$ cat src/verilog/cpu_defines.svh
`ifndef CPU_DEFINES_SVH
`define CPU_DEFINES_SVH

// Data word carried on the bus and held in every datapath register.
`define WORD_W 32

// Register index width, giving sixteen general registers.
`define REG_IDX_W 4
`define NUM_REGS 16

// Instruction field widths. Opcode, three register fields and the
// immediate fill one word exactly.
`define OPCODE_W 5
`define IMM_W 15

// Only the low bits of the shift operand count as the amount.
`define SHAMT_W 5

`endif

$ cat src/verilog/isaPkg.sv
`include "cpu_defines.svh"

package isaPkg;

    typedef logic [`WORD_W-1:0] word_t;

    typedef logic [`REG_IDX_W-1:0] regIdx_t;

    typedef logic [`IMM_W-1:0] imm_t;

    // Encodings follow the Mini SRC numbering; ld and the later
    // instructions are not part of this datapath.
    typedef enum logic [`OPCODE_W-1:0] {
        opLdi  = 5'd1,
        opSt   = 5'd2,
        opAdd  = 5'd3,
        opSub  = 5'd4,
        opAnd  = 5'd5,
        opOr   = 5'd6,
        opRor  = 5'd7,
        opRol  = 5'd8,
        opShr  = 5'd9,
        opShra = 5'd10,
        opShl  = 5'd11
    } opcode_e;

    // Instruction word layout, opcode in the top bits.
    typedef struct packed {
        opcode_e opcode;
        regIdx_t ra;
        regIdx_t rb;
        regIdx_t rc;
        imm_t    imm;
    } instr_t;

endpackage

$ cat src/verilog/ctrlPkg.sv
package ctrlPkg;

    typedef enum logic [2:0] {
        T0, T1, T2, T3, T4, T5
    } step_e;

    // Sources that can drive the shared bus; srcNone leaves it at zero.
    typedef enum logic [2:0] {
        srcNone, srcReg, srcZ, srcMdr, srcPc, srcImm
    } busSrc_e;

    typedef struct packed {
        busSrc_e         busSrc;
        isaPkg::regIdx_t readIdx;
        logic            regWrite;
        isaPkg::regIdx_t writeIdx;
        logic            yIn;
        logic            zIn;
        isaPkg::opcode_e aluOp;
        logic            pcOut;
        logic            incPc;
        logic            marIn;
        logic            mdrIn;
        logic            mdrFromMem;
        logic            irIn;
        logic            memRead;
        logic            memWrite;
    } ctrl_t;

endpackage

$ cat src/verilog/aluUnit.sv
`timescale 1ns/1ps
`include "cpu_defines.svh"

module aluUnit (
    input  logic            clk,
    input  logic            rst,
    input  isaPkg::word_t   bus,
    input  logic            yIn,
    input  logic            zIn,
    input  isaPkg::opcode_e op,
    output isaPkg::word_t   z
);
    import isaPkg::*;

    word_t                  y;
    word_t                  result;
    logic [`SHAMT_W-1:0]    shamt;
    logic [2*`WORD_W-1:0]   rotRight;
    logic [2*`WORD_W-1:0]   rotLeft;

    // The bus supplies the second operand and the shift amount.
    assign shamt = bus[`SHAMT_W-1:0];

    // Rotates shift a doubled copy of Y, so an amount of zero needs no
    // special case.
    assign rotRight = {y, y} >> shamt;
    assign rotLeft  = {y, y} << shamt;

    always_comb begin
        case (op)
            opAdd:   result = y + bus;
            opSub:   result = y - bus;
            opAnd:   result = y & bus;
            opOr:    result = y | bus;
            opShr:   result = y >> shamt;
            opShra:  result = word_t'($signed(y) >>> shamt);
            opShl:   result = y << shamt;
            opRor:   result = rotRight[`WORD_W-1:0];
            opRol:   result = rotLeft[2*`WORD_W-1:`WORD_W];
            default: result = '0;
        endcase
    end

    always_ff @(posedge clk) begin
        if (rst) begin
            y <= '0;
            z <= '0;
        end else begin
            if (yIn) begin
                y <= bus;
            end
            if (zIn) begin
                z <= result;
            end
        end
    end

    // Y has to hold its operand for the whole cycle in which Z loads.
    yBeforeZ: assert property (@(posedge clk) disable iff (rst)
        !(yIn && zIn));

endmodule

$ cat src/verilog/busDatapath.sv
`timescale 1ns/1ps

module busDatapath (
    input  logic          clk,
    input  logic          rst,
    input  isaPkg::word_t memRdata,
    output isaPkg::word_t memAddr,
    output isaPkg::word_t memWdata,
    output logic          memRead,
    output logic          memWrite
);
    import isaPkg::*;
    import ctrlPkg::*;

    step_e  step;
    ctrl_t  ctrl;
    instr_t instr;
    word_t  bus;
    word_t  regData;
    word_t  z;

    stepCounter stepCounter0 (
        .clk  (clk),
        .rst  (rst),
        .step (step)
    );

    controlUnit controlUnit0 (
        .clk   (clk),
        .rst   (rst),
        .step  (step),
        .instr (instr),
        .ctrl  (ctrl)
    );

    registerFile registerFile0 (
        .clk       (clk),
        .rst       (rst),
        .readIdx   (ctrl.readIdx),
        .writeIdx  (ctrl.writeIdx),
        .writeEn   (ctrl.regWrite),
        .writeData (bus),
        .readData  (regData)
    );

    aluUnit aluUnit0 (
        .clk (clk),
        .rst (rst),
        .bus (bus),
        .yIn (ctrl.yIn),
        .zIn (ctrl.zIn),
        .op  (ctrl.aluOp),
        .z   (z)
    );

    busUnit busUnit0 (
        .clk      (clk),
        .rst      (rst),
        .ctrl     (ctrl),
        .regData  (regData),
        .z        (z),
        .memRdata (memRdata),
        .bus      (bus),
        .instr    (instr),
        .memAddr  (memAddr),
        .memWdata (memWdata),
        .memRead  (memRead),
        .memWrite (memWrite)
    );

endmodule

$ cat src/verilog/busUnit.sv
`timescale 1ns/1ps
`include "cpu_defines.svh"

module busUnit (
    input  logic           clk,
    input  logic           rst,
    input  ctrlPkg::ctrl_t ctrl,
    input  isaPkg::word_t  regData,
    input  isaPkg::word_t  z,
    input  isaPkg::word_t  memRdata,
    output isaPkg::word_t  bus,
    output isaPkg::instr_t instr,
    output isaPkg::word_t  memAddr,
    output isaPkg::word_t  memWdata,
    output logic           memRead,
    output logic           memWrite
);
    import isaPkg::*;
    import ctrlPkg::*;

    word_t  pc;
    word_t  mar;
    word_t  mdr;
    instr_t ir;

    always_comb begin
        case (ctrl.busSrc)
            srcReg:  bus = regData;
            srcZ:    bus = z;
            srcMdr:  bus = mdr;
            srcPc:   bus = pc;
            srcImm:  bus = {{(`WORD_W - `IMM_W){ir.imm[`IMM_W-1]}}, ir.imm};
            default: bus = '0;
        endcase
    end

    always_ff @(posedge clk) begin
        if (rst) begin
            pc  <= '0;
            mar <= '0;
            mdr <= '0;
            ir  <= '0;
        end else begin
            if (ctrl.incPc) pc <= pc + 1'b1;
            if (ctrl.marIn) mar <= bus;
            if (ctrl.mdrIn) mdr <= ctrl.mdrFromMem ? memRdata : bus;
            if (ctrl.irIn)  ir <= instr_t'(bus);
        end
    end

    assign instr    = ir;
    assign memAddr  = mar;
    assign memWdata = mdr;
    assign memRead  = ctrl.memRead;
    assign memWrite = ctrl.memWrite;

    // MAR must capture the old PC in the step that increments it.
    incWithPcOut: assert property (@(posedge clk) disable iff (rst)
        ctrl.incPc |-> ctrl.pcOut && ctrl.busSrc == srcPc);

endmodule

$ cat src/verilog/controlUnit.sv
`timescale 1ns/1ps

module controlUnit (
    input  logic            clk,
    input  logic            rst,
    input  ctrlPkg::step_e  step,
    input  isaPkg::instr_t  instr,
    output ctrlPkg::ctrl_t  ctrl
);
    import isaPkg::*;
    import ctrlPkg::*;

    typedef enum logic [1:0] {
        phFetch, phDecode, phExec, phIdle
    } phase_e;

    phase_e phase;
    phase_e phaseNext;

    function automatic logic isAluOp(input opcode_e op);
        return op inside {opAdd, opSub, opAnd, opOr, opShr, opShra, opShl, opRor, opRol};
    endfunction

    // Fetch covers T0 and T1, decode is T2 while IR loads, and execute
    // starts in T3 once IR holds the new instruction.
    always_comb begin
        phaseNext = phase;
        unique case (phase)
            phFetch:  if (step == T1) phaseNext = phDecode;
            phDecode: phaseNext = phExec;
            phExec: begin
                if (step == T5) begin
                    phaseNext = phFetch;
                end else if (step == T3 && !(isAluOp(instr.opcode) || instr.opcode == opSt)) begin
                    // ldi finishes in T3; an unknown opcode does nothing at all.
                    phaseNext = phIdle;
                end
            end
            phIdle:   if (step == T5) phaseNext = phFetch;
            default:  phaseNext = phFetch;
        endcase
    end

    always_ff @(posedge clk) begin
        if (rst) begin
            phase <= phFetch;
        end else begin
            phase <= phaseNext;
        end
    end

    always_comb begin
        ctrl = '0;
        if (!rst) begin
            unique case (phase)
                phFetch: begin
                    if (step == T0) begin
                        ctrl.busSrc = srcPc;
                        ctrl.pcOut  = 1'b1;
                        ctrl.marIn  = 1'b1;
                        ctrl.incPc  = 1'b1;
                    end else begin
                        ctrl.memRead    = 1'b1;
                        ctrl.mdrIn      = 1'b1;
                        ctrl.mdrFromMem = 1'b1;
                    end
                end
                phDecode: begin
                    ctrl.busSrc = srcMdr;
                    ctrl.irIn   = 1'b1;
                end
                phExec: begin
                    if (isAluOp(instr.opcode)) begin
                        case (step)
                            T3: begin
                                ctrl.busSrc  = srcReg;
                                ctrl.readIdx = instr.rb;
                                ctrl.yIn     = 1'b1;
                            end
                            T4: begin
                                ctrl.busSrc  = srcReg;
                                ctrl.readIdx = instr.rc;
                                ctrl.aluOp   = instr.opcode;
                                ctrl.zIn     = 1'b1;
                            end
                            T5: begin
                                ctrl.busSrc   = srcZ;
                                ctrl.regWrite = 1'b1;
                                ctrl.writeIdx = instr.ra;
                            end
                            default: ;
                        endcase
                    end else if (instr.opcode == opLdi) begin
                        if (step == T3) begin
                            ctrl.busSrc   = srcImm;
                            ctrl.regWrite = 1'b1;
                            ctrl.writeIdx = instr.ra;
                        end
                    end else if (instr.opcode == opSt) begin
                        case (step)
                            T3: begin
                                ctrl.busSrc = srcImm;
                                ctrl.marIn  = 1'b1;
                            end
                            T4: begin
                                ctrl.busSrc  = srcReg;
                                ctrl.readIdx = instr.ra;
                                ctrl.mdrIn   = 1'b1;
                            end
                            T5: ctrl.memWrite = 1'b1;
                            default: ;
                        endcase
                    end
                end
                default: ;
            endcase
        end
    end

    noReadWrite: assert property (@(posedge clk) disable iff (rst)
        !(ctrl.memRead && ctrl.memWrite));

    writeInT5: assert property (@(posedge clk) disable iff (rst)
        ctrl.memWrite |-> step == T5);

    // The phase register must stay aligned with the step counter.
    fetchAtT0: assert property (@(posedge clk) disable iff (rst)
        step == T0 |-> phase == phFetch);

endmodule

$ cat src/verilog/registerFile.sv
`timescale 1ns/1ps
`include "cpu_defines.svh"

module registerFile (
    input  logic            clk,
    input  logic            rst,
    input  isaPkg::regIdx_t readIdx,
    input  isaPkg::regIdx_t writeIdx,
    input  logic            writeEn,
    input  isaPkg::word_t   writeData,
    output isaPkg::word_t   readData
);
    import isaPkg::*;

    word_t regs [`NUM_REGS];

    // Reads are combinational so the selected register reaches the bus
    // in the same step.
    assign readData = regs[readIdx];

    always_ff @(posedge clk) begin
        if (rst) begin
            for (int i = 0; i < `NUM_REGS; i++) begin
                regs[i] <= '0;
            end
        end else if (writeEn) begin
            regs[writeIdx] <= writeData;
        end
    end

endmodule

$ cat src/verilog/stepCounter.sv
`timescale 1ns/1ps

module stepCounter (
    input  logic          clk,
    input  logic          rst,
    output ctrlPkg::step_e step
);
    import ctrlPkg::*;

    step_e stepNext;

    always_comb begin
        if (step == T5) begin
            stepNext = T0;
        end else begin
            stepNext = step_e'(step + 3'd1);
        end
    end

    always_ff @(posedge clk) begin
        if (rst) begin
            step <= T0;
        end else begin
            step <= stepNext;
        end
    end

    // Codes 6 and 7 are never reached.
    stepInRange: assert property (@(posedge clk) disable iff (rst)
        step inside {T0, T1, T2, T3, T4, T5});

endmodule
$ cat config.mk
export PLATFORM = sky130hd
export DESIGN_NAME = busDatapath
export DESIGN_NICKNAME = d
export VERILOG_FILES = /design/src/verilog/isaPkg.sv /design/src/verilog/ctrlPkg.sv /design/src/verilog/aluUnit.sv /design/src/verilog/busDatapath.sv /design/src/verilog/busUnit.sv /design/src/verilog/controlUnit.sv /design/src/verilog/registerFile.sv /design/src/verilog/stepCounter.sv
export VERILOG_INCLUDE_DIRS = /design/src /design/src/verilog
export SDC_FILE = /design/constraint.sdc
export NUM_CORES = 2
export LEC_CHECK = 0
export BUFFER_PORTS_ARGS = -buffer_cell sky130_fd_sc_hd__buf_2
export CORE_UTILIZATION = 57
export DETAILED_ROUTE_END_ITERATION = 8
export PLACE_DENSITY = 0.77
export SKIP_LAST_GASP = 1
export SLEW_MARGIN = 20
export SYNTH_ARGS = -nofsm -noshare
export SYNTH_HDL_FRONTEND = slang
export SYNTH_SLANG_ARGS = --single-unit
$ cat constraint.sdc
create_clock -name clk -period 7.9 [get_ports clk]
set_input_delay 1.58 -clock clk [delete_from_list [all_inputs] [get_ports clk]]
set_output_delay 1.58 -clock clk [all_outputs]
set_load 0.03 [all_outputs]
==> impl_results.md <==
* Hold_sp: busUnit0.instr[4]
* Area growth, synth to finish at 14.1%
* Setup slack, reg-to-reg at about 220 ps
* Post-CTS Hold Buffers at 0
* Top cell by count, worst path: and3_1
* Initial antenna violation count at 17
* CTS tree: yes
* Worst-Margin Slew at approximately 1200 ps
* Top cells by area, synth: edfxtp_1, dfxtp_1, nor2_1
* Cell taking the most area after synthesis: edfxtp_1
* First-pass GRT wire length at around 270 mm
* Post-synth net total at around 4500
* Peak supply drop at ~210 µV
* Post-synth ARST share at 0
* Drt wl/cell at around 34 µm
* Largest net degree at the start of global routing at 80
* Leakage at around 16 nW
* Drt initial violations at about 8000
* Worst Setup Start Kind: primary input
* Syn avg cell area at 9.12 µm²
* DP Wirelength at 130 mm
* Slowest-stage cell, CP: nand4_2
* Grt met1 use at 0.667
* Worst r2r dst: aluUnit0.z[31]
* Synthesized netlist cell count at approximately 4400
* Rows at 97
* Most used DFF post-synth: edfxtp_1
* Die X at between 200 and 300 µm
* Clk buf depth at 3
* Dpl cells at approximately 5400
* H-tree levels at 3
* Vias per cell at 7.33
* Min-Delay Path Class: reg2reg
* Non-Filler Instances at roughly 5600
* Outcome: completed
* GRT met2 Usage at 0.713
* Reg2Reg Depth at 26
* Grt total ovfl at 0
* CP max stage delay at 740 ps
* Clock slew at reported path FFs at 60 ps
* Clk_skew at 37.8 ps
* Post-synthesis sequential area ratio at 0.477
* Fmax at between 100 and 150 MHz
* RSZ-0062 raised after global routing: no
* Count of input and output buffers at 99
* Layout cell share with drive strength beyond 1 at 0.153
* Root Driver: clkbuf_16
* Synth top area share at 0.379
* Post-cts resize count at 0
* Number of synthesized flops with an enable pin at between 500 and 600
* Fill cell count at approximately 5700
* DRC at 0
* Routability cong. at about 1.1
* Postcts setup bufs at 0
* Most frequent cells in the layout: nor2_1, edfxtp_1, nand2_1
* Gr usage total at 0.519
* Synth Register Bits at between 700 and 800
* Starting Density at 0.578
* Count of cell types in the netlist at 115
* Die area at about 72000 µm²
* Post-layout nets at roughly 4600
* Final Max Slew Viols at 0
* Sink Count at between 700 and 800
* Power, Total at about 9.3 mW
* Tcrit/Tclk final at 0.987
* Setup-failing EPs final at 0
* Post-DRT Antenna Nets at 0
* CTS buffer count at 77
* Min Hold Slack at around 470 ps
* Final wirelength at 192 mm
* Slew headroom at 0.172
* Worst Hold Endpoint: busUnit0.instr[4]
* CP Class: in2reg
* Maximum Capacitance Violations at 0
* Number of global-route vias before repair at between 30000 and 40000
* Clock latency on the worst-skew pair at around 660 ps
* GR Util met3 at 0.235
* Commonest non-fill, non-tap cell in the layout: nor2_1
* Hold Path Depth at 2
* Critical path arrival at between 8000 and 9000 ps
* DR vias at roughly 41000
* Worst setup EP type: flop
* Yosys synthesis warning count at 0
* PwrDens at a little over 200 nW/µm²
* DRT Pass-1 Iters at 7
* Post-Syn Area at 40500 µm²
* Min Tclk post-route at approximately 7800 ps
* Final hold violations at 0
* Die Span Y at roughly 270 µm
* CORE AREA at around 70000 µm²
* Crit Path Max Fanout at 23
* GRT busiest layer: met2
* FF-to-FF Start: busUnit0.instr[30]
* IO Pins at 100
* Req. time, crit path at ~8400 ps
synthesized netlist by cell type, types with 28 or more instances:
master    number
xor2_1        38
edfxtp_1     512
nor2_1       777
o22ai_1       40
nor3_1        61
a221oi_1      67
a31oi_1       57
dfxtp_1      197
a21oi_1      220
o211ai_1      43
buf_2         84
a311oi_1      29
clkbuf_1     288
nand4_1       43
nand2_1      457
o21ai_0      237
inv_1         54
a21o_1        35
buf_1         29
xnor2_1       42
nand3_1      228
mux2i_1      147
a211oi_1     119
a22oi_1       31
and3_1        68
ha_1          41
a32oi_1       28
metal layers:
layer  wire length (µm)  share of wire
met2              75400           0.39
met1              65900           0.34
met3              35800           0.19
met5                141        0.00074
met4              14300          0.075
worst max-delay path: cells and delay by family:
family          cells  cell delay, ps
xor+xnor            1             290
buf+inv             4             560
fa+ha+maj           2             540
simple gates       10            2530
compound gates     11            2660
mux                 1             120
kinds of logic after synthesis:
| logic type | after synthesis | share of synthesized area |
|---|---|---|
| buffers and inverters | 483 | 0.0501 |
| AOI/OAI and AO/OA | 1200 | 0.208 |
| muxes | 178 | 0.0456 |
| xor gates and xnor gates | 80 | 0.0173 |
| DFF | 709 | 0.477 |
| and+or+nand+nor | 1753 | 0.189 |
| adders and majority gates | 42 | 0.0132 |
where the power goes:
part / internal, mW / leakage, nW / switching [mW] / total [mW]
Clock: 2.28 / 1.32 / 1.59 / 3.86
Sequential: 4.13 / 6.75 / 0.0785 / 4.20
Combinational: 0.441 / 8.16 / 0.800 / 1.24
Total: 6.84 / 16.2 / 2.47 / 9.31
area by class of cell:
| cell class | instances | area [µm²] | area share |
|---|---|---|---|
| Antenna cell | 5 | 12.5 | 0.000271 |
| Clock buffer | 100 | 2120 | 0.0459 |
| Clock inverter | 42 | 561 | 0.0121 |
| Inverter | 57 | 218 | 0.00471 |
| Multi-Input combinational cell | 3253 | 19400 | 0.420 |
| Sequential cell | 709 | 19300 | 0.418 |
| Tap cell | 940 | 1180 | 0.0254 |
| Timing Repair Buffer | 465 | 3410 | 0.0737 |
sequential cells by signal, summed over array words and instances, names as in the netlist:
register            flops
busUnit0.memAddr       32
aluUnit0.z             32
busUnit0.instr         32
busUnit0.memWdata      32
busUnit0.pc            32
aluUnit0.y             32
registerFile0.regs    512
controlUnit0.phase      2
stepCounter0.step       3
through the flow:
step / setup WS (ps) / util / setup TNS (ps) / instance area [µm²]
floorplan: 96.5 / - / 0 / 40500
global placement: 58.9 / 0.620 / 0 / 43500
detailed placement: -9.48 / 0.621 / -9.48 / 43500
CTS: 510 / 0.659 / 0 / 46200
global route: 25.6 / 0.659 / 0 / 46200
finish: 99.4 / 0.659 / 0 / 46200
how the worst max path moves through the flow:
| stage | startpoint | endpoint | slack [ps] | depth (start not counted) |
|---|---|---|---|---|
| after floorplan | rst | aluUnit0.z[30] | 100 | 31 |
| final | rst | aluUnit0.z[31] | 100 | 29 |
| after CTS | busUnit0.instr[30] | aluUnit0.z[31] | 510 | 27 |
| after detailed placement | rst | aluUnit0.z[30] | -9 | 31 |
| after global routing | stepCounter0.step[0] | aluUnit0.z[31] | 30 | 29 |
| after global placement | rst | aluUnit0.z[30] | 60 | 32 |
Power figures use the tool's default switching activity.
